[src/verilog/dram_consts.svh]
// dram subsystem constants: widths, storage depth, bank geometry and access timing

`ifndef DRAM_CONSTS_SVH
`define DRAM_CONSTS_SVH

// bus widths
`define DRAM_ADDR_W 32  // byte address
`define DRAM_DATA_W 64  // one data word

// storage and geometry
`define DRAM_WORDS  1024
`define DRAM_COL_W  5   // 32 words per row
`define DRAM_BANK_W 2   // 4 banks
`define DRAM_ROW_W  3

// access latency in cycles
`define DRAM_T_HIT  3   // row already open
`define DRAM_T_MISS 8   // activate needed

// queue depths
`define DRAM_RSP_DEPTH 4
`define ORDER_DEPTH    8

`endif

[src/verilog/dram_pkg.sv]
// dram subsystem package: shared vector types, channel structs and engine states

`include "dram_consts.svh"

package dram_pkg;

  // byte address, word bits split as column, bank, row
  typedef logic [`DRAM_ADDR_W-1:0] addr_t;
  typedef logic [`DRAM_DATA_W-1:0] data_t;

  typedef logic [0:0] port_id_t;  // requester index

  typedef logic [`DRAM_BANK_W-1:0] bank_t;
  typedef logic [`DRAM_ROW_W-1:0]  row_t;

  // request channel payload
  typedef struct packed {
    logic  we;
    addr_t addr;
    data_t wdata;
  } mem_req_t;

  // response channel payload, reads only
  typedef struct packed {
    data_t rdata;
  } mem_rsp_t;

  typedef enum logic {
    DRAM_IDLE,
    DRAM_ACCESS
  } dram_state_e;

endpackage : dram_pkg

[src/verilog/mem_req_arbiter.sv]
// request arbiter: round-robin merge of two request ports onto the dram channel
`timescale 1ns/1ps

module mem_req_arbiter (
  input  logic                clk_i,
  input  logic                rst_ni,
  // requester 0
  input  logic                req0_valid_i,
  output logic                req0_ready_o,
  input  dram_pkg::mem_req_t  req0_i,
  // requester 1
  input  logic                req1_valid_i,
  output logic                req1_ready_o,
  input  dram_pkg::mem_req_t  req1_i,
  // merged channel to dram
  output logic                dram_req_valid_o,
  input  logic                dram_req_ready_i,
  output dram_pkg::mem_req_t  dram_req_o,
  // read order towards router
  output logic                order_push_o,
  output dram_pkg::port_id_t  order_port_o,
  input  logic                order_ready_i
);

  import dram_pkg::*;

  port_id_t   last_q;       // port served last
  port_id_t   lock_port_q;
  logic       lock_q;       // grant held while dram stalls
  port_id_t   grant;
  logic [1:0] elig;
  logic       xfer;

  always_comb begin
    // a read may only go when the router can record its port
    elig[0] = req0_valid_i & (req0_i.we | order_ready_i);
    elig[1] = req1_valid_i & (req1_i.we | order_ready_i);

    if (lock_q) begin
      grant = lock_port_q;
    end else if (elig[~last_q]) begin
      grant = ~last_q;  // other port first
    end else begin
      grant = last_q;
    end

    dram_req_valid_o = elig[grant];
    dram_req_o       = (grant == 1'b1) ? req1_i : req0_i;
  end

  // a port is ready unless the other one holds the grant
  assign req0_ready_o = dram_req_ready_i & (req0_i.we | order_ready_i) &
                        ~(dram_req_valid_o & (grant != 1'b0));
  assign req1_ready_o = dram_req_ready_i & (req1_i.we | order_ready_i) &
                        ~(dram_req_valid_o & (grant != 1'b1));

  assign xfer         = dram_req_valid_o & dram_req_ready_i;
  assign order_push_o = xfer & ~dram_req_o.we;  // reads only
  assign order_port_o = grant;

  always_ff @(posedge clk_i) begin
    if (!rst_ni) begin
      last_q <= '0;
      lock_q <= 1'b0;
    end else begin
      lock_q <= dram_req_valid_o & ~dram_req_ready_i;
      if (xfer) last_q <= grant;
    end
  end

  always_ff @(posedge clk_i) begin
    lock_port_q <= grant;  // only read while lock_q is set
  end

endmodule : mem_req_arbiter

[config.mk]
export PLATFORM = sky130hd
export DESIGN_NAME = mem_req_arbiter
export DESIGN_NICKNAME = d
export VERILOG_FILES = /design/src/verilog/dram_pkg.sv /design/src/verilog/mem_req_arbiter.sv
export VERILOG_INCLUDE_DIRS = /design/src /design/src/verilog
export SDC_FILE = /design/constraint.sdc
export NUM_CORES = 1
export LEC_CHECK = 0
export BUFFER_PORTS_ARGS = -buffer_cell sky130_fd_sc_hd__buf_2
export CAP_MARGIN = 15
export CELL_PAD_IN_SITES_DETAIL_PLACEMENT = 0
export CELL_PAD_IN_SITES_GLOBAL_PLACEMENT = 1
export CORE_AREA = 2 2 117 119
export DETAILED_ROUTE_END_ITERATION = 16
export DIE_AREA = 0 0 119 121
export PLACE_DENSITY_LB_ADDON = 0.12
export SYNTH_ARGS = -nofsm -noshare
export SYNTH_HDL_FRONTEND = slang
export SYNTH_SLANG_ARGS = --single-unit
export TNS_END_PERCENT = 30
[constraint.sdc]
create_clock -name clk_i -period 4.3 [get_ports clk_i]
set_input_delay 0.43 -clock clk_i [delete_from_list [all_inputs] [get_ports clk_i]]
set_output_delay 0.43 -clock clk_i [all_outputs]
set_load 0.02 [all_outputs]
# After elaboration in Yosys (flattened, before gate mapping)
# Index checks and enable logic that the tools add are counted.
[op_classes]
magnitude_cmp = 2
n_mux = 7
n_bitwise = 19
[op_table]
columns = ["op", "n"]
rows = [
  ["$mux 97", 1],
  ["$and 1x1->1", 11],
  ["$mux 1", 6],
  ["$not 1->1", 6],
  ["$lt 1x2->1 const B", 2],
  ["$or 1x1->1", 2],
]
[word_totals]
register_bits = 3
in_bits = 200
output_inout_bits = 102

# Longest topological paths before layout
# Gate-level depths: netlist (run 1).
[logic_depth]
depth_word = 11
depth_mapped = 7
mapped_depth_nobuf = 5

# Worst setup path before layout (run 1)
# OpenSTA, ideal clock, no wires.
[synth_timing]
path_kind = "input to output"
startpoint = "input req0_i[96] in the netlist's numbering"
endpoint = "output order_push_o"
arrival_ns = 1.780
required_time_ns = 3.870
setup_slack_ns = 2.090
cell_stages = 6
path_cell_list = "o21ai_2 > a221oi_2 > a21o_4 > buf_12 > buf_12 > a2111oi_2"
[synth_via]
elab_chain_len = 10
elab_cells_between_ends = 12
cone_classes = "mux: 7; bitwise: 5"
[synth_lines]
columns = ["item", "line", "source"]
rows = [
  ["start: declaration", "mem_req_arbiter.sv:10", "input dram_pkg::mem_req_t req0_i,"],
  ["$or 1x1->1", "mem_req_arbiter.sv:36", "elig[0] = req0_valid_i & (req0_i.we | order_ready_i);"],
  ["$and 1x1->1", "mem_req_arbiter.sv:36", ""],
  ["$mux 1 (implied by the code) (2 in series)", "mem_req_arbiter.sv:41", "end else if (elig[~last_q]) begin"],
  ["$mux 1", "mem_req_arbiter.sv:41", ""],
  ["$mux 1", "mem_req_arbiter.sv:39", "if (lock_q) begin"],
  ["$mux 1 (implied by the code) (2 in series)", "mem_req_arbiter.sv:47", "dram_req_valid_o = elig[grant];"],
  ["$and 1x1->1", "mem_req_arbiter.sv:57", "assign xfer = dram_req_valid_o & dram_req_ready_i;"],
  ["$and 1x1->1 *", "mem_req_arbiter.sv:58", "assign order_push_o = xfer & ~dram_req_o.we;"],
  ["end: declaration", "mem_req_arbiter.sv:20", "output logic order_push_o,"],
]
# Mark *: on every way between the ends. The rest lies on a longest branch, timed or not. The select of a mux whose other input is x is not followed.

==> impl_metrics.py, run 1 <==
metrics = {
    "sta": {
        "worst_hold_slack_ns": 0.469,
        "period_needed_ns": 3.12,
        "fmax_mhz": 320,
        "rsz0062_at_grt": "no",
        "finalSetupViolCount": 0,
        "finalHoldViolCount": 0,
        "worstMarginPinSlew_ns": 0.839,
        "final-max-slew-violation-count": 0,
        "timing.max_slew.rel_slack": 0.441,
        "timing.setup.tns_ns": 0,
        "clock-skew-final_ns": 0.00170,
        "layout_worst_path_cycle_share": 0.726,
    },
    "layout": {
        "syn2layout_area_growth_pct": 85.1,
        "final_core_util": 0.271,
        "fin_nets": 637,
        "final_design_area_no_fill_mm2": 0.00354,
        "drive_above_1_share": 0.940,
        "antennaDiodeCount": 0,
        "fillCellCount": 1411,
    },
    "clock_network": {
        "cts.htree.levels": 1,
        "ctsResizeCount": 0,
        "tritoncts_num_sinks": 3,
        "cts-root-to-sink-buffers": 2,
        "worst_skew_pair.late_latency_ns": 0.23,
        "number_of_buffers_added_to_fix_hold_violations_after_cts": 0,
        "cts_inserted_buffers": 3,
        "clkSlewWorstSetupHoldPaths_ns": 0.03,
        "cts_post_setup_buffers_inserted": 0,
        "cts_tree": "done",
        "cts.root.buffer_cell": "sky130_fd_sc_hd__clkbuf_16",
    },
    "logic_synthesis": {
        "post_synth.cell_area_avg_um2": 13.9,
        "yosysWarnings": 0,
        "ys_seq_area_frac": 0.0314,
        "area_contributors_post_synth": "sky130_fd_sc_hd__mux2_4, sky130_fd_sc_hd__buf_12, sky130_fd_sc_hd__dfxtp_1",
        "yosys.area.top_type_share": 0.753,
        "synth_nets": 338,
        "syn_area_mm2": 0.00191,
        "number_of_flip_flops_and_latches_in_the_synthesized_netlist": 3,
        "synth.distinct_cells": 24,
        "syn-instance-count": 138,
        "synth.largest_area_cell": "sky130_fd_sc_hd__mux2_4",
    },
    "route": {
        "detailroute.via_count": 2312,
        "drt-total-wl_mm": 9.57,
        "detailedRoute.firstPassIterationCount": 4,
        "detail_route.wl_per_cell_um": 15.6,
        "routed_via_density": 3.78,
        "drt_iter0_markers": 42,
        "count_of_antenna_violating_nets_left_after_detailed_routing": 0,
        "remaining_drc_errors": 0,
    },
    "critical_path": {
        "worstPathRequired_ns": 3.87,
        "critical_path.max_stage_delay_ns": 0.68,
        "cp.arrival_ns": 2.69,
        "critical-path-top-delay-family": "compound AO/OA/AOI/OAI gates",
        "critPathLaunchType": "flop",
        "worst_setup_path_end_kind": "output port",
        "cp.buffers_inverters": 2,
        "crit_path_max_fanout": 47,
        "crit_chain": "and2b_1 > a221oi_2 > a21o_4 > buf_4 > mux2_4 > buf_2",
        "worst_reg_to_reg_path_cell_count": 4,
        "timing.critical_path.slowest_stage_cell": "sky130_fd_sc_hd__a21o_4",
        "worstReg2RegEnd": "lock_port_q",
        "regToRegSetupSlack_ns": 2.48,
        "worstSetupPathType": "reg2out",
        "regToRegStartpoint": "last_q",
    },
    "global_route": {
        "first_global_vias": 2308,
        "grt_remaining_overflow": 0,
        "number_of_antenna_violations_at_the_first_check_in_global_routing": 0,
        "grt_max_degree": 48,
        "grt_pass1_wl_mm": 13.5,
        "grt_use_total": 0.121,
    },
    "power": {
        "clock_power_share": 0.172,
        "cellInternalPower_mw": 0.499,
        "static-leakage-power_nw": 2.16,
        "vdd_ir_drop_max_uv": 239,
        "share_seq_of_total_power": 0.039,
        "p_switching_mw": 0.371,
        "power.total_mw": 0.871,
        "combinationalPowerShare": 0.789,
        "power.switching_fraction": 0.426,
        "power_per_cell_area_mw_per_mm2": 246,
    },
    "floorplanning": {
        "floorplan.die.height_um": 121,
        "number_of_primary_i_o_pins": 302,
        "placeableCoreArea_mm2": 0.0131,
        "die_w_um": 119,
        "die_outline_area_mm2": 0.0144,
        "core.rowCount": 42,
        "start_util": 0.146,
    },
    "run": {
        "max_cap_viols": 0,
    },
    "placed_design": {
        "gp_congestion": 0.801,
        "dp_hpwl_mm": 8.67,
        "count_of_input_and_output_buffers": 301,
        "placed_area_mm2": 0.00346,
    },
    "min_path": {
        "hold_end": "last_q",
        "hold_path.class": "in2reg",
        "hp-start": "rst_ni",
        "hold_path_depth": 3,
    },
    "status": {
        "status": "completed",
    },
}
## flip-flops by register name, indices dropped and copies added (netlist names)
name,cells
lock_q,1
lock_port_q,1
last_q,1
## how the worst max path moves through the flow
stage / from / end / slack (ns) / depth (start not counted)
6_report: last_q / dram_req_o[69] / 1.18 / 6
5_1_grt: last_q / dram_req_o[69] / 1.00 / 6
4_1_cts: last_q / dram_req_o[69] / 1.12 / 6
3_5_place_dp: order_ready_i / dram_req_o[69] / 1.13 / 7
3_3_place_gp: order_ready_i / dram_req_o[69] / 1.19 / 7
2_1_floorplan: req0_i[96] / order_push_o / 2.09 / 6
## tightest hold or removal path: stages
cell and delay [ns]:
sky130_fd_sc_hd__buf_2 0.11, sky130_fd_sc_hd__o21ai_0 0.06, sky130_fd_sc_hd__nor2_1 0.05
## synthesized netlist by cell type
cell type                   instances
sky130_fd_sc_hd__a2111oi_2          1
sky130_fd_sc_hd__a21o_1             1
sky130_fd_sc_hd__a21o_4             1
sky130_fd_sc_hd__a21oi_1            1
sky130_fd_sc_hd__a21oi_2            1
sky130_fd_sc_hd__a221oi_2           1
sky130_fd_sc_hd__a31oi_1            1
sky130_fd_sc_hd__and2b_1            1
sky130_fd_sc_hd__buf_12            11
sky130_fd_sc_hd__dfxtp_1            3
sky130_fd_sc_hd__inv_1              3
sky130_fd_sc_hd__inv_2              1
sky130_fd_sc_hd__mux2_4            96
sky130_fd_sc_hd__mux2i_1            1
sky130_fd_sc_hd__nand2_1            3
sky130_fd_sc_hd__nand2b_1           1
sky130_fd_sc_hd__nand3_1            1
sky130_fd_sc_hd__nor2_1             2
sky130_fd_sc_hd__nor3b_1            1
sky130_fd_sc_hd__o21a_1             2
sky130_fd_sc_hd__o21ai_0            2
sky130_fd_sc_hd__o21ai_2            1
sky130_fd_sc_hd__o2bb2ai_1          1
sky130_fd_sc_hd__or2_1              1
## final cells by class
type                            count  area [um^2]  share of cell area
Clock buffer                        4         78.8              0.0223
Inverter                            4         15.0             0.00424
Multi-Input combinational cell    120         1620               0.457
Sequential cell                     3         60.1              0.0170
Tap cell                          176          220              0.0622
Timing Repair Buffer              305         1550               0.437
## through the flow
stage | worst slack (ns) | std cells
2_1_floorplan | 2.09 | 138
3_3_place_gp | 1.19 | 608
3_5_place_dp | 1.13 | 608
4_1_cts | 1.12 | 612
5_1_grt | 1.00 | 612
6_report | 1.18 | 612
## cell families (layout without fill, tap and decap cells)
group | count (synthesis) | count (layout) | synth area share
AO/OA/AOI/OAI | 13 | 13 | 0.0602
multiplexers | 97 | 97 | 0.759
flip-flops | 3 | 3 | 0.0314
AND/OR/NAND/NOR | 10 | 10 | 0.0268
buffers and inverters | 15 | 313 | 0.123
## per-layer routing
layer | track usage | wire length, um | vias up | part of all wire
li1 | - | - | 1115 | -
met4 | 0.0283 | 146 | 0 | 0.015
met1 | 0.122 | 3240 | 1053 | 0.34
met5 | 0 | 0 | - | 0
met2 | 0.254 | 5520 | 133 | 0.58
met3 | 0.0216 | 658 | 11 | 0.069
## placed cells by master (no fill, tap or decap), drive strengths merged
cell / count
o2bb2ai: 1
a21oi: 2
nand3: 1
or2: 1
a221oi: 1
nor2: 2
a21o: 2
o21ai: 3
nand2: 3
nor3b: 1
mux2i: 1
a31oi: 1
mux2: 96
buf: 305
nand2b: 1
a2111oi: 1
dfxtp: 3
inv: 4
clkbuf: 4
and2b: 1
o21a: 2
## power by group through the flow
stage	clock network, mW	logic, mW	registers (mW)
floorplan	0	0.510	0.0334
global placement	0	0.699	0.0342
detailed placement	0	0.698	0.0341
CTS	0.154	0.699	0.0337
global route	0.156	0.728	0.0340
finish	0.150	0.687	0.0337
Power figures use the tool's default switching activity.
==> inputs of run 2 (changes only) <==
--- a/config.mk
+++ b/config.mk
@@ -10,9 +10,9 @@
 export CAP_MARGIN = 15
 export CELL_PAD_IN_SITES_DETAIL_PLACEMENT = 0
 export CELL_PAD_IN_SITES_GLOBAL_PLACEMENT = 1
-export CORE_AREA = 2 2 117 119
+export CORE_AREA = 2 2 116 118
 export DETAILED_ROUTE_END_ITERATION = 16
-export DIE_AREA = 0 0 119 121
+export DIE_AREA = 0 0 118 120
 export PLACE_DENSITY_LB_ADDON = 0.12
 export SYNTH_ARGS = -nofsm -noshare
 export SYNTH_HDL_FRONTEND = slang
==> constraint.sdc (replaced) <==
create_clock -name clk_i -period 2.81 [get_ports clk_i]
set_input_delay 0.281 -clock clk_i [delete_from_list [all_inputs] [get_ports clk_i]]
set_output_delay 0.281 -clock clk_i [all_outputs]
set_load 0.02 [all_outputs]
==> impl_metrics.py, run 2 (synthesis results as in run 1) <==
metrics = {
    "status": {
        "status": "completed",
    },
    "sta": {
        "period_needed_ns": 2.47,
        "finalWorstSetupSlack_ns": 0.345,
        "final-max-slew-violation-count": 0,
        "rsz0062_at_grt": "no",
        "finalHoldViolCount": 0,
        "timing.setup.tns_ns": 0,
        "worstMarginPinSlew_ns": 0.401,
        "clock-skew-final_ns": 0.00174,
        "fmax_mhz": 406,
        "layout_worst_path_cycle_share": 0.877,
        "finalSetupViolCount": 0,
        "timing.max_slew.rel_slack": 0.732,
    },
    "layout": {
        "multi_input_area_mm2": 0.00162,
        "mostFrequentLayoutCells": "sky130_fd_sc_hd__buf_2, sky130_fd_sc_hd__mux2_4",
        "fin_nets": 636,
        "drive_above_1_share": 0.940,
        "syn2layout_area_growth_pct": 85.6,
        "mostFrequentLayoutCell": "sky130_fd_sc_hd__buf_2",
        "reg.largest.list": "last_q: 1 flops, lock_port_q: 1 flops, lock_q: 1 flops",
        "fillCellCount": 1441,
        "register_area_um2": 60.1,
    },
    "global_route": {
        "grt_remaining_overflow": 0,
        "number_of_antenna_violations_at_the_first_check_in_global_routing": 2,
        "grt_use_total": 0.127,
        "first_global_vias": 2267,
        "grt_pass1_wl_mm": 14.0,
        "grt_max_degree": 44,
    },
    "critical_path": {
        "cp.arrival_ns": 2.18,
        "worst_setup_path_end_kind": "output port",
        "crit_path_max_fanout": 43,
        "worstPathRequired_ns": 2.53,
        "cp.buffers_inverters": 2,
        "crit_chain": "and2b_1 > a221oi_2 > a21o_4 > buf_12 > mux2_4 > buf_2",
        "worstSetupPathType": "reg2out",
        "timing.critical_path.slowest_stage_cell": "sky130_fd_sc_hd__dfxtp_1",
        "critical_path.max_stage_delay_ns": 0.39,
        "critical-path-top-delay-family": "compound AO/OA/AOI/OAI gates",
        "critPathLaunchType": "flop",
    },
    "clock_network": {
        "cts_tree": "done",
        "cts.root.buffer_cell": "sky130_fd_sc_hd__clkbuf_16",
        "cts-root-to-sink-buffers": 2,
        "number_of_buffers_added_to_fix_hold_violations_after_cts": 0,
        "cts.htree.levels": 1,
        "worst_skew_pair.late_latency_ns": 0.22,
        "tritoncts_num_sinks": 3,
        "cts_post_setup_buffers_inserted": 0,
        "clkSlewWorstSetupHoldPaths_ns": 0.03,
        "ctsResizeCount": 0,
        "cts_inserted_buffers": 3,
    },
    "power": {
        "share_seq_of_total_power": 0.039,
        "static-leakage-power_nw": 2.16,
        "power.total_mw": 1.32,
        "clock_power_share": 0.170,
        "cellInternalPower_mw": 0.764,
        "power.switching_fraction": 0.421,
        "vdd_ir_drop_max_uv": 326,
        "combinationalPowerShare": 0.791,
        "p_switching_mw": 0.555,
        "power_per_cell_area_mw_per_mm2": 371,
    },
    "run": {
        "max_cap_viols": 0,
    },
    "floorplanning": {
        "start_util": 0.147,
        "die_outline_area_mm2": 0.0142,
        "floorplan.die.height_um": 120,
        "number_of_primary_i_o_pins": 302,
        "die_w_um": 118,
        "core.rowCount": 42,
        "placeableCoreArea_mm2": 0.0130,
    },
    "route": {
        "drt_iter0_markers": 34,
        "route.layer.met1.wl_mm": 3.55,
        "route.top_layer_used": "met4",
        "detailedRoute.firstPassIterationCount": 4,
        "count_of_antenna_violating_nets_left_after_detailed_routing": 0,
        "drt-total-wl_mm": 9.97,
        "detail_route.wl_per_cell_um": 16.3,
        "routed_via_density": 3.70,
        "met3WireLength_um": 680,
        "wl_met2_mm": 5.68,
        "detailroute.via_count": 2267,
        "remaining_drc_errors": 0,
    },
    "placed_design": {
        "count_of_input_and_output_buffers": 301,
        "dp_hpwl_mm": 9.19,
        "detailedPlace.worstSlack_ns": 0.495,
        "gp_congestion": 0.868,
    },
    "min_path": {
        "hold_path.class": "in2reg",
    },
}
run 2: cell types whose count changed in the layout (fill, tap and decap cells not counted):
cell	before	now
sky130_fd_sc_hd__buf_4	3	1
sky130_fd_sc_hd__diode_2	0	2
sky130_fd_sc_hd__buf_12	1	2
run 2: path summary, 6_finish.rpt:
kind / end / slack (ns) / from / depth (start not counted)
max: dram_req_o[32] / 0.34 / last_q / 6
min: lock_q / 0.32 / dram_req_ready_i / 2
max reg2reg: lock_port_q / 1.50 / last_q / 4
min reg2reg: last_q / 0.58 / last_q / 2
run 2: per-stage QoR:
step	cells	hold slack, ns	utilization	area (um^2)
5_1_grt	613	0.345	0.274	3550
2_1_floorplan	138	0.357	-	1910
6_report	613	0.317	0.274	3550
3_3_place_gp	607	0.545	0.267	3470
3_5_place_dp	607	0.547	0.267	3470
4_1_cts	611	0.321	0.273	3550
run 2: worst reg2reg max path, cell delays in order, from the launching register on:
cell                       delay (ns)
sky130_fd_sc_hd__dfxtp_1         0.39
sky130_fd_sc_hd__and2b_1         0.21
sky130_fd_sc_hd__a221oi_2        0.29
sky130_fd_sc_hd__a21o_4          0.23
sky130_fd_sc_hd__inv_2           0.08
run 2: final cells by class:
cell class                 count  area share
multi-input combinational    120       0.456
sequential                     3      0.0169
inverter                       4     0.00423
tap                          176      0.0620
antenna                        2     0.00141
clock buffer                   4      0.0222
timing repair buffer         304       0.438
run 2: power groups by stage:
stage / Sequential [mW] / Clock, mW / Combinational [mW]
6_report: 0.0520 / 0.224 / 1.04
5_1_grt: 0.0531 / 0.231 / 1.10
4_1_cts: 0.0522 / 0.227 / 1.06
3_5_place_dp: 0.0527 / 0 / 1.06
3_3_place_gp: 0.0527 / 0 / 1.06
2_1_floorplan: 0.0511 / 0 / 0.780
run 2: metal layers:
metal / global-route usage / up-vias
met1: 0.142 / 1039
li1: - / 1117
met3: 0.0242 / 4
met5: 0 / -
met4: 0.0173 / 0
met2: 0.253 / 107
