--- config.mk ---
export PLATFORM = sky130hd
export DESIGN_NAME = mem_rsp_router
export DESIGN_NICKNAME = d
export VERILOG_FILES = /design/src/verilog/dram_pkg.sv /design/src/verilog/mem_rsp_router.sv
export VERILOG_INCLUDE_DIRS = /design/src /design/src/verilog
export SDC_FILE = /design/constraint.sdc
export NUM_CORES = 1
export LEC_CHECK = 0
export ABC_AREA = 1
export BUFFER_PORTS_ARGS = -buffer_cell sky130_fd_sc_hd__buf_4
export CORE_MARGIN = 2
export CORE_UTILIZATION = 36
export CTS_CLUSTER_DIAMETER = 100
export DETAILED_ROUTE_END_ITERATION = 8
export PLACE_DENSITY = 0.89
export SKIP_CTS_REPAIR_TIMING = 1
export SLEW_MARGIN = 20
export SYNTH_ARGS = -nofsm -noshare
export SYNTH_HDL_FRONTEND = slang
export SYNTH_SLANG_ARGS = --single-unit
--- constraint.sdc ---
create_clock -name clk_i -period 2.9 [get_ports clk_i]
set_clock_uncertainty 0.2 [all_clocks]
set_input_delay 0.29 -clock clk_i [delete_from_list [all_inputs] [get_ports clk_i]]
set_output_delay 0.29 -clock clk_i [all_outputs]
set_load 0.03 [all_outputs]
--- src/verilog/dram_consts.svh ---
// dram subsystem constants: widths, storage depth, bank geometry and access timing

`ifndef DRAM_CONSTS_SVH
`define DRAM_CONSTS_SVH

// bus widths
`define DRAM_ADDR_W 32  // byte address
`define DRAM_DATA_W 64  // one data word

// storage and geometry
`define DRAM_WORDS  1024
`define DRAM_COL_W  5   // 32 words per row
`define DRAM_BANK_W 2   // 4 banks
`define DRAM_ROW_W  3

// access latency in cycles
`define DRAM_T_HIT  3   // row already open
`define DRAM_T_MISS 8   // activate needed

// queue depths
`define DRAM_RSP_DEPTH 4
`define ORDER_DEPTH    8

`endif

--- src/verilog/dram_pkg.sv ---
// dram subsystem package: shared vector types, channel structs and engine states

`include "dram_consts.svh"

package dram_pkg;

  // byte address, word bits split as column, bank, row
  typedef logic [`DRAM_ADDR_W-1:0] addr_t;
  typedef logic [`DRAM_DATA_W-1:0] data_t;

  typedef logic [0:0] port_id_t;  // requester index

  typedef logic [`DRAM_BANK_W-1:0] bank_t;
  typedef logic [`DRAM_ROW_W-1:0]  row_t;

  // request channel payload
  typedef struct packed {
    logic  we;
    addr_t addr;
    data_t wdata;
  } mem_req_t;

  // response channel payload, reads only
  typedef struct packed {
    data_t rdata;
  } mem_rsp_t;

  typedef enum logic {
    DRAM_IDLE,
    DRAM_ACCESS
  } dram_state_e;

endpackage : dram_pkg

--- src/verilog/mem_rsp_router.sv ---
// response router: order queue of read port ids steering dram responses to their port
`timescale 1ns/1ps

`include "dram_consts.svh"

module mem_rsp_router (
  input  logic                clk_i,
  input  logic                rst_ni,
  // read order from arbiter
  input  logic                order_push_i,
  input  dram_pkg::port_id_t  order_port_i,
  output logic                order_ready_o,
  // responses from dram
  input  logic                dram_rsp_valid_i,
  output logic                dram_rsp_ready_o,
  input  dram_pkg::mem_rsp_t  dram_rsp_i,
  // port 0
  output logic                rsp0_valid_o,
  input  logic                rsp0_ready_i,
  output dram_pkg::mem_rsp_t  rsp0_o,
  // port 1
  output logic                rsp1_valid_o,
  input  logic                rsp1_ready_i,
  output dram_pkg::mem_rsp_t  rsp1_o
);

  import dram_pkg::*;

  localparam int unsigned OrdPtrW = $clog2(`ORDER_DEPTH);
  localparam logic [OrdPtrW:0] OrdDepth = `ORDER_DEPTH;

  port_id_t           ord_q [`ORDER_DEPTH];
  logic [OrdPtrW-1:0] wr_ptr_q, rd_ptr_q;
  logic [OrdPtrW:0]   count_q;
  port_id_t           head;
  logic               has_head;
  logic               pop;

  assign head          = ord_q[rd_ptr_q];
  assign has_head      = (count_q != '0);
  assign order_ready_o = (count_q != OrdDepth);

  // steer to the oldest outstanding read
  assign rsp0_valid_o     = dram_rsp_valid_i & has_head & (head == 1'b0);
  assign rsp1_valid_o     = dram_rsp_valid_i & has_head & (head == 1'b1);
  assign rsp0_o           = dram_rsp_i;
  assign rsp1_o           = dram_rsp_i;
  assign dram_rsp_ready_o = has_head & ((head == 1'b1) ? rsp1_ready_i : rsp0_ready_i);

  assign pop = dram_rsp_valid_i & dram_rsp_ready_o;

  always_ff @(posedge clk_i) begin
    if (!rst_ni) begin
      wr_ptr_q <= '0;
      rd_ptr_q <= '0;
      count_q  <= '0;
    end else begin
      if (order_push_i) wr_ptr_q <= wr_ptr_q + 1'b1;
      if (pop) rd_ptr_q <= rd_ptr_q + 1'b1;  // wraps at depth
      if (order_push_i && !pop) begin
        count_q <= count_q + 1'b1;
      end else if (pop && !order_push_i) begin
        count_q <= count_q - 1'b1;
      end
    end
  end

  always_ff @(posedge clk_i) begin
    if (order_push_i) ord_q[wr_ptr_q] <= order_port_i;
  end

endmodule : mem_rsp_router

### Word-level counts from Yosys, hierarchy flattened

Memories as Yosys holds them, arrays and structs flattened. A register that Yosys moved wholly into a read port is not among the register bits.
Index checks and enable logic that the tools add are counted.

| word-level totals | value |
|---|---|
| input port bits | 71 |
| word-level logic and storage cells | 28 |
| register bits | 10 |
| memory bits (writable) | 8 |
| memories kept | 1 |
| output and inout port bits | 132 |

| operators by class | value |
|---|---|
| $add $sub $neg | 4 |
| bitwise logic cells | 6 |
| reductions and logical operators | 6 |
| muxes and demuxes | 7 |
| equality and inequality tests | 1 |

Memories:

| memory | words | bits a word | read ports | clocked after memory_dff | write ports | line | text |
|---|---|---|---|---|---|---|---|
| ord_q | 8 | 1 | 1 | 1 | 1 | mem_rsp_router.sv:32 | `` port_id_t ord_q [`ORDER_DEPTH]; `` |

Operator list:

| operator | count |
|---|---|
| 4-bit 2-to-1 mux | 2 |
| 3-bit by 1-bit adder with 3-bit output (second input constant) | 2 |
| 3-bit 2-to-1 mux | 2 |
| 1-bit bitwise AND | 5 |
| 4-bit by 1-bit adder with 4-bit output (second input constant) | 1 |
| 4-bit != test (second input constant) | 1 |
| 4-bit nonzero test | 1 |
| 4-bit by 1-bit subtractor with 4-bit output (second input constant) | 1 |
| 1-bit 2-to-1 mux | 3 |
| 1-bit logical AND | 2 |
| 1-bit zero test | 2 |
| 2-bit nonzero test | 1 |
| 1-bit inverter | 1 |

### Depth between registers and ports, before layout

Gate-level depths: netlist of run 1.

| logic depth | value |
|---|---|
| depth in word-level cells | 6 |
| mapped depth | 18 |
| depth with buffers taken out | 18 |

### Worst setup path before layout of run 1

OpenSTA, ideal clock, no wires.

| path | value |
|---|---|
| kind | register to register |
| from | register (tool-made name) |
| to | register count_q[3] |
| buffers on the path | 0 |
| period minus slack after synthesis | 2.315 ns |
| cell stages (with the launch flop) | 18 |
| required time | 2.587 ns |
| library setup time | 0.113 ns |
| slack | 0.585 ns |
| arrival | 2.002 ns |
| path through | dfxtp_1 inv_2 nand2_1 nand3_1 nand3_2 nand2_2 nand2_1 nand3_2 ha_1 inv_1 ha_1 nand2_1 nand2_1 a21oi_1 o21ai_0 a21o_1 nor2_1 nor2_1 |

RTL lines:

| element | line | text |
|---|---|---|
| end signal, assigned | mem_rsp_router.sv:61 | `count_q <= count_q + 1'b1;` |
| end signal, assigned | mem_rsp_router.sv:63 | `count_q <= count_q - 1'b1;` |
| end, declared | mem_rsp_router.sv:34 | `logic [OrdPtrW:0] count_q;` |

### Worst setup path after layout of run 1

| path | value |
|---|---|
| from | register count_q[1] |
| to | register count_q[3] |

| between the ends | value |
|---|---|
| word-level cells in the longest chain between the ends | 6 |
| elaborated cells between the ends (all ways) | 11 |
| those cells by class | add/sub: 2; mux: 2; bitwise: 2; reduce/logical: 5 |

RTL lines:

| element |
|---|
| branches (longest 6 deep; another with 4-bit by 1-bit subtractor with 4-bit output) |

Parallel ways; which one is timed is not known. The select of a mux whose other input is x is not followed.
A chain may end at the register's enable or synchronous reset.

==> results.sh, run 1 <==
export IMPL_rsz0062_at_grt="no"
export IMPL_n_antenna_cell=0
export IMPL_root_buffer="clkbuf_8"
export IMPL_reg2regPathDepth=15
export IMPL_fin_crit_ns=2.579
export IMPL_cp_data_required_time_ns=2.86
export IMPL_dr_wl_met3_um=965
export IMPL_max_cap_violations=0
export IMPL_seqPwrFrac_pct=44.9
export IMPL_cp_start_kind="register"
export IMPL_drt_initial_drc_count=36
export IMPL_cp_end_kind="register"
export IMPL_coreArea_sq_um=5439
export IMPL_routed_wl_um=3729
export IMPL_syn_inst=256
export IMPL_ant_nets=0
export IMPL_cts_made_buffers=3
export IMPL_switchingPower_w=0.0002788
export IMPL_cts_buffer_depth=2
export IMPL_ys_warn_count=0
export IMPL_synth_nets=333
export IMPL_grt_pass1_wl_um=5437
export IMPL_timing_slew_headroom_pct=85.31
export IMPL_gp_congestion=0.8364
export IMPL_tns_ns=0
export IMPL_finalNetCount=220
export IMPL_p_comb_share_pct=32.4
export IMPL_rows=27
export IMPL_synth_area_sq_um=2014
export IMPL_vias=971
export IMPL_yosys_register_bits=21
export IMPL_die_x_um=78.81
export IMPL_io_pins=203
export IMPL_die_y_um=78.81
export IMPL_status="finished, final reports clean"
export IMPL_fin_crit_sh_pct=88.91
export IMPL_ff2ff_setup_slack_ns=0.32
export IMPL_post_drt_wl_per_cell_um=17.43
export IMPL_crit_chain="nor2_1 > nand3_1 > nand2_1 > inv_1 > nand3_2 > ha_1 > inv_1 > ha_1 > nand2_1 > nand2_1 > a21oi_1 > o21ai_0 > a21o_1 > nor2_1 > nor2_1"
export IMPL_max_freq_mhz=387.8
export IMPL_port_buffer_count=10
export IMPL_crit_buf_inv=2
export IMPL_worstHoldStart="order_port_i"
export IMPL_first_pass_iters=4
export IMPL_cts_tree="done"
export IMPL_cp_num_cells=15
export IMPL_gr_usage_all_layers_pct=11.75
export IMPL_critical_path_class="register to register"
export IMPL_top_layer_used="met4"
export IMPL_hold_violations=0
export IMPL_avgSynthCellArea_sq_um=7.869
export IMPL_p_leak_nw=0.5614
export IMPL_drive_gt1_share_pct=18.31
export IMPL_clkSlewWorstSetupHoldPaths_ns=0.07
export IMPL_cp_slowest_stage_delay_ns=0.41
export IMPL_htreeDepth=1
export IMPL_cpLargestDelayFamily="simple AND/OR/NAND/NOR gates"
export IMPL_grt_start_max_net_pins=13
export IMPL_synth_top_cell_area_share_pct=47.70
export IMPL_initial_core_util_pct=37.04
export IMPL_clockPowerShare_pct=22.7
export IMPL_p_int_w=0.0005331
export IMPL_synth_top_area_cell="buf_4"
export IMPL_syn_to_final_growth_pct=-37.08
export IMPL_dp_hpwl_um=3156
export IMPL_report_final_slew_viol_count=0
export IMPL_path_max_fanout=4
export IMPL_holdCritPathClass="primary input to register"
export IMPL_cpMaxStageDelayCell="dfxtp_1"
export IMPL_power_switching_share_pct=34.33
export IMPL_rr_endpoint="count_q[3]"
export IMPL_max_slew_worst_pin_slew_ns=0.2201
export IMPL_critical_path_arrival_ns=2.54
export IMPL_antenna_found_initial=0
export IMPL_wl_met2_um=1795
export IMPL_via_per_inst=4.537
export IMPL_final_setup_viol_count=0
export IMPL_reg2reg_from="count_q[1]"
export IMPL_power_density_nw_per_um2=640.6
export IMPL_die_area_sq_um=6210
export IMPL_drc=0
export IMPL_grt_overflow=0
export IMPL_ir_worst_vdd_mv=0.3419
export IMPL_first_global_vias=960
export IMPL_crit_start="count_q[1]"
export IMPL_m1WireLength_um=893
export IMPL_synth_distinct_cells=19
export IMPL_p_total_w=0.0008119
export IMPL_critical_path_endpoint="count_q[3]"
export IMPL_cts_sinks=21
export IMPL_seq_area_frac_synth_pct=24.84
export IMPL_clk_latency_ns=0.26
export IMPL_synth_area_leaders="buf_4, dfxtp_1, edfxtp_1"
-- final cells by class --
class,instances,area [sq um]
Inverter,24,90.09
Fill cell,577,4172
Clock buffer,3,41.29
Multi-Input combinational cell,83,462.9
Sequential cell,21,503.0
Timing Repair Buffer,10,75.07
Tap cell,72,90.09
Clock inverter,1,5.005
-- worst register-to-register path, cell delays in order (launching register included) --
cell and delay (ns):
dfxtp_1 0.41, nor2_1 0.08, nand3_1 0.11, nand2_1 0.09, inv_1 0.16, nand3_2 0.14, ha_1 0.24, inv_1 0.12
ha_1 0.24, nand2_1 0.07, nand2_1 0.04, a21oi_1 0.15, o21ai_0 0.10, a21o_1 0.17, nor2_1 0.10, nor2_1 0.05
-- per-layer routing --
metal | track usage (%) | vias up
met2 | 18.97 | 138
met5 | 0 | -
met3 | 13.30 | 8
met1 | 8.298 | 391
met4 | 5.439 | 0
li1 | - | 434
-- how the worst min path moves through the flow --
stage | endpoint | slack (ns) | depth (start not counted)
6_report | ord_q[4] | 0.07 | 1
5_1_grt | ord_q[3] | 0.07 | 1
4_1_cts | ord_q[4] | 0.06 | 1
2_1_floorplan | ord_q[0] | 0.19 | 0
3_3_place_gp | register | 0.29 | 2
3_5_place_dp | register | 0.29 | 2
-- per-stage QoR --
stage	area (sq um)	std cells	setup WS, ns	hold slack, ns	util, %
2_1_floorplan	2014	256	0.5848	0.1889	-
3_3_place_gp	1219	210	0.4444	0.2877	22.41
3_5_place_dp	1219	210	0.3243	0.2918	22.41
4_1_cts	1265	214	0.2933	0.05947	23.26
5_1_grt	1267	214	0.01434	0.06996	23.30
6_report	1267	214	0.3215	0.06539	23.30
-- power by group through the flow --
stage / Sequential, W / Combinational [W] / Clock [W]
floorplan: 0.000362 / 0.000523 / 0
global placement: 0.000367 / 0.000253 / 0
detailed placement: 0.000369 / 0.000260 / 0
CTS: 0.000362 / 0.000262 / 0.000190
global route: 0.000369 / 0.000305 / 0.000201
finish: 0.000364 / 0.000263 / 0.000184
-- synthesized netlist by cell type --
cell,number
buf_4,128
inv_1,23
nand2_1,23
nor2_1,14
dfxtp_1,13
a21oi_1,11
nand3_1,9
edfxtp_1,8
o21ai_0,6
ha_1,5
nand2_2,4
nand3_2,4
xor2_1,2
a21boi_0,1
a21o_1,1
fa_1,1
inv_2,1
nand3b_1,1
or2_2,1
-- cells in the final DEF (no fill, tap or decap), drive strengths merged, types with 2 or more instances in the layout --
| cell type | netlist | layout |
|---|---|---|
| inv | 24 | 24 |
| ha | 5 | 5 |
| clkbuf | 0 | 3 |
| o21ai | 6 | 6 |
| nand3 | 13 | 13 |
| xor2 | 2 | 2 |
| edfxtp | 8 | 8 |
| buf | 128 | 10 |
| nor2 | 14 | 14 |
| nand2 | 27 | 27 |
| a21oi | 11 | 11 |
| dfxtp | 13 | 13 |
-- logic make-up after synthesis --
family                   after synthesis  share of synthesized area, %
AO/OA/AOI/OAI                         19                         4.969
XOR/XNOR                               2                        0.8697
adder cells (fa/ha/maj)                6                         4.099
buffers and inverters                152                         52.17
flip-flops                            21                         24.84
AND/OR/NAND/NOR                       56                         13.04
(Power assumes the default switching activity.)
==> run 2, diff against run 1 <==
--- a/config.mk
+++ b/config.mk
@@ -12,7 +12,7 @@
 export CORE_UTILIZATION = 36
 export CTS_CLUSTER_DIAMETER = 100
 export DETAILED_ROUTE_END_ITERATION = 8
-export PLACE_DENSITY = 0.89
+export PLACE_DENSITY = 0.87
 export SKIP_CTS_REPAIR_TIMING = 1
 export SLEW_MARGIN = 20
 export SYNTH_ARGS = -nofsm -noshare
==> results.sh, run 2 (synthesis results as in run 1) <==
export IMPL_dp_hpwl_um=3373
export IMPL_fin_crit_sh_pct=89.58
export IMPL_gr_usage_all_layers_pct=11.88
export IMPL_worstHoldStart="order_port_i"
export IMPL_critical_path_class="register to register"
export IMPL_fin_hold_ws_ns=0.06009
export IMPL_crit_chain="nor2_1 > nand3_1 > nand2_1 > inv_1 > nand3_2 > ha_1 > inv_1 > ha_1 > nand2_1 > nand2_1 > a21oi_1 > o21ai_0 > a21o_1 > nand2_1 > nand2_1 > nor2_1"
export IMPL_max_cap_violations=0
export IMPL_crit_top_cell="nand2_1"
export IMPL_grt_start_max_net_pins=13
export IMPL_post_drt_wl_per_cell_um=18.41
export IMPL_cp_end_kind="register"
export IMPL_ir_worst_vdd_mv=0.3321
export IMPL_coreArea_sq_um=5439
export IMPL_final_cell_mix="inv_1, nand2_1, nor2_1"
export IMPL_cp_slowest_stage_delay_ns=0.42
export IMPL_io_pins=203
export IMPL_power_density_nw_per_um2=644.7
export IMPL_grt_overflow=0
export IMPL_initial_core_util_pct=37.04
export IMPL_reg2regPathDepth=16
export IMPL_max_freq_mhz=384.9
export IMPL_clk_latency_ns=0.26
export IMPL_cp_start_kind="register"
export IMPL_timing_slew_headroom_pct=87.18
export IMPL_max_slew_worst_pin_slew_ns=0.1920
export IMPL_hold_violations=0
export IMPL_clkSlewWorstSetupHoldPaths_ns=0.08
export IMPL_holdPathStages=1
export IMPL_htreeDepth=1
export IMPL_routed_wl_um=3939
export IMPL_vias=995
export IMPL_final_setup_worst_slack_ns=0.3021
export IMPL_rr_endpoint="count_q[3]"
export IMPL_min_to="ord_q[1]"
export IMPL_syn_to_final_growth_pct=-37.21
export IMPL_first_global_vias=923
export IMPL_status="finished, final reports clean"
export IMPL_cts_tree="done"
export IMPL_rsz0062_at_grt="no"
export IMPL_via_per_inst=4.650
export IMPL_rows=27
export IMPL_post_place_ws_ns=0.3576
export IMPL_cts_sinks=21
export IMPL_drc=0
export IMPL_final_setup_viol_count=0
export IMPL_report_final_slew_viol_count=0
export IMPL_fill_cells=565
export IMPL_gp_congestion=0.8166
export IMPL_fin_crit_ns=2.598
export IMPL_critical_path_arrival_ns=2.60
export IMPL_cp_data_required_time_ns=2.90
export IMPL_root_buffer="clkbuf_8"
export IMPL_fin_area_sq_um=1265
export IMPL_drt_initial_drc_count=35
export IMPL_antenna_found_initial=0
export IMPL_cts_buffer_depth=2
export IMPL_die_y_um=78.81
export IMPL_holdCritPathClass="primary input to register"
export IMPL_cts_made_buffers=3
export IMPL_grt_pass1_wl_um=5526
export IMPL_p_total_w=0.0008155
export IMPL_p_leak_nw=0.5607
export IMPL_die_area_sq_um=6210
export IMPL_first_pass_iters=4
export IMPL_n_antenna_cell=0
export IMPL_placedInstanceArea_sq_um=1219
export IMPL_reg2reg_from="count_q[0]"
export IMPL_ff2ff_setup_slack_ns=0.30
export IMPL_port_buffer_count=10
export IMPL_tns_ns=0
export IMPL_die_x_um=78.81
export IMPL_finalNetCount=220
export IMPL_path_max_fanout=5
export IMPL_ant_nets=0
export IMPL_cpMaxStageDelayCell="dfxtp_1"
export IMPL_drive_gt1_share_pct=16.90
run 2: metrics by stage:
stage | instances | util, %
6_report | 214 | 23.26
2_1_floorplan | 256 | -
5_1_grt | 214 | 23.26
3_5_place_dp | 210 | 22.41
4_1_cts | 214 | 23.26
3_3_place_gp | 210 | 22.41
run 2: critical path, delay by kind of cell, from the launching register on:
family,cells,cell delay [ns]
AOI/OAI and AO/OA,3,0.42
and+or+nand+nor,9,0.75
buffers and inverters,2,0.27
adders and majority gates,2,0.49
DFF,1,0.42
run 2: worst max path at each step:
stage	depth (start not counted)	from	slack, ns	end
after floorplan	17	register	0.58	count_q[3]
after global placement	15	count_q[0]	0.45	count_q[3]
after detailed placement	16	count_q[0]	0.36	count_q[3]
after CTS	16	count_q[0]	0.33	count_q[3]
after global routing	16	count_q[0]	0.02	count_q[3]
final	16	count_q[0]	0.30	count_q[3]
run 2: final cells by class:
cell class,count,area (sq um),area share [%]
Timing Repair Buffer,10,75.07,5.935
Multi-Input combinational cell,83,462.9,36.60
Sequential cell,21,500.5,39.56
Clock inverter,1,5.005,0.3956
Clock buffer,3,41.29,3.264
Tap cell,72,90.09,7.122
Inverter,24,90.09,7.122
run 2: power by group:
part | leakage [nW] | internal (W) | switching [W]
Sequential | 0.179 | 0.000335 | 0.0000270
Combinational | 0.356 | 0.0000998 | 0.000164
Clock | 0.0255 | 0.0000957 | 0.0000937
run 2: metal layers:
metal	wire (um)	vias up	part of all wire [%]	global-route usage, %
met5	0	-	0	0
met4	116	0	2.9	5.088
met3	1140	15	29	16.70
met2	1741	140	44	17.44
met1	940	401	24	7.989
li1	-	439	-	-
==> run 3, diff against run 2 <==
--- a/config.mk
+++ b/config.mk
@@ -8,11 +8,11 @@
 export LEC_CHECK = 0
 export ABC_AREA = 1
 export BUFFER_PORTS_ARGS = -buffer_cell sky130_fd_sc_hd__buf_4
-export CORE_MARGIN = 2
-export CORE_UTILIZATION = 36
+export CORE_ASPECT_RATIO = 1.5
+export CORE_UTILIZATION = 30
 export CTS_CLUSTER_DIAMETER = 100
 export DETAILED_ROUTE_END_ITERATION = 8
-export PLACE_DENSITY = 0.87
+export PLACE_DENSITY = 0.75
 export SKIP_CTS_REPAIR_TIMING = 1
 export SLEW_MARGIN = 20
 export SYNTH_ARGS = -nofsm -noshare
==> results.sh, run 3 (synthesis results as in run 1) <==
export IMPL_htreeDepth=1
export IMPL_n_antenna_cell=0
export IMPL_die_y_um=102.4
export IMPL_die_area_sq_um=7053
export IMPL_max_cap_violations=0
export IMPL_crit_chain="inv_2 > nand2_1 > nand3_1 > nand3_2 > nand2_2 > nand2_1 > nand3_2 > ha_1 > inv_1 > ha_1 > nand2_1 > nand2_1 > a21oi_1 > o21ai_0 > a21o_1 > nand2_1 > nand2_1 > nor2_1"
export IMPL_drive_gt1_share_pct=16.90
export IMPL_antenna_found_initial=0
export IMPL_io_pins=203
export IMPL_finalNetCount=220
export IMPL_first_pass_iters=5
export IMPL_timing_slew_headroom_pct=86.75
export IMPL_cts_tree="done"
export IMPL_max_freq_mhz=383.1
export IMPL_final_cell_mix="inv_1, nand2_1, nor2_1"
export IMPL_dp_hpwl_um=4292
export IMPL_routed_wl_um=4769
export IMPL_critical_path_arrival_ns=2.61
export IMPL_status="finished, final reports clean"
export IMPL_path_max_fanout=5
export IMPL_max_slew_worst_pin_slew_ns=0.1985
export IMPL_drt_initial_drc_count=15
export IMPL_clk_latency_ns=0.26
export IMPL_initial_core_util_pct=31.06
export IMPL_instances_no_fill=218
export IMPL_grt_overflow=0
export IMPL_first_global_vias=976
export IMPL_rows=36
export IMPL_fin_crit_ns=2.610
export IMPL_grt_pass1_wl_um=6099
export IMPL_grt_start_max_net_pins=14
export IMPL_vias=977
export IMPL_gr_usage_all_layers_pct=12.83
export IMPL_cts_made_buffers=3
export IMPL_report_final_slew_viol_count=0
export IMPL_rsz0062_at_grt="no"
export IMPL_cpMaxStageDelayCell="dfxtp_1"
export IMPL_ir_worst_vdd_mv=0.3852
export IMPL_cp_start_kind="register"
export IMPL_ff2ff_setup_slack_ns=0.29
export IMPL_crit_top_cell="nand2_1"
export IMPL_cp_end_kind="register"
export IMPL_critical_path_class="register to register"
export IMPL_p_leak_nw=0.5570
export IMPL_cts_buffer_depth=2
export IMPL_root_buffer="clkbuf_8"
export IMPL_crit_buf_inv=2
export IMPL_holdPathStages=1
export IMPL_min_to="ord_q[0]"
export IMPL_final_setup_viol_count=0
export IMPL_holdCritPathClass="primary input to register"
export IMPL_post_drt_wl_per_cell_um=21.88
export IMPL_fin_hold_ws_ns=0.06762
export IMPL_rr_endpoint="count_q[3]"
export IMPL_fin_crit_sh_pct=90.01
export IMPL_power_density_nw_per_um2=640.1
export IMPL_cp_data_required_time_ns=2.90
export IMPL_worstHoldStart="order_port_i"
export IMPL_coreArea_sq_um=6486
export IMPL_via_per_inst=4.482
export IMPL_cpLargestDelayFamily="simple AND/OR/NAND/NOR gates"
export IMPL_tns_ns=0
export IMPL_clkSlewWorstSetupHoldPaths_ns=0.08
export IMPL_cp_slowest_stage_delay_ns=0.42
export IMPL_reg2regPathDepth=18
export IMPL_hold_violations=0
export IMPL_die_x_um=68.91
export IMPL_port_buffer_count=10
export IMPL_dp_cells=214
export IMPL_drc=0
export IMPL_syn_to_final_growth_pct=-36.83
export IMPL_cts_sinks=21
export IMPL_gp_congestion=0.7967
export IMPL_ant_nets=0
run 3: cell types whose count changed in the layout (fill, tap and decap cells not counted), sizes merged:
cell | before | now
clkinv | 1 | 0
clkinvlp | 0 | 1
run 3: metal layers:
metal / vias up / wire length [um] / global-route usage [%]
met5: - / 0 / 0
met4: 0 / 259 / 8.163
met3: 39 / 1896 / 23.21
met2: 105 / 1861 / 17.25
met1: 396 / 752 / 5.635
li1: 437 / - / -
run 3: worst max-delay path by stage:
stage	startpoint	endpoint	slack [ns]	cells past startpoint
after detailed placement	register	count_q[3]	0.32	18
after floorplan	register	count_q[3]	0.58	17
final	register	count_q[3]	0.29	18
after global placement	register	count_q[3]	0.40	17
after CTS	register	count_q[3]	0.28	18
after global routing	register	count_q[3]	0.04	18
run 3: final cells by class:
class	count	area, sq um
well taps	76	95.09
clock inverters	1	7.507
flip-flops and latches	21	500.5
repair buffers	10	75.07
fillers	742	5214
clock buffers	3	41.29
multi-input cells	83	462.9
inverters	24	90.09
run 3: power by group:
group / internal [W] / total [W] / switching [W]
Sequential: 0.000335 / 0.000361 / 0.0000256
Clock: 0.0000969 / 0.000193 / 0.0000956
Combinational: 0.000101 / 0.000261 / 0.000160
Total: 0.000533 / 0.000815 / 0.000281
run 3: metrics by stage:
stage	utilization (%)	setup slack (ns)	cell area, sq um	power, W
after floorplan	-	0.5848	2014	0.0008855
after global placement	18.87	0.3954	1224	0.0006208
after detailed placement	18.87	0.3234	1224	0.0006291
after CTS	19.62	0.2834	1272	0.0008215
after global routing	19.62	0.03612	1272	0.0008699
final	19.62	0.2896	1272	0.0008146
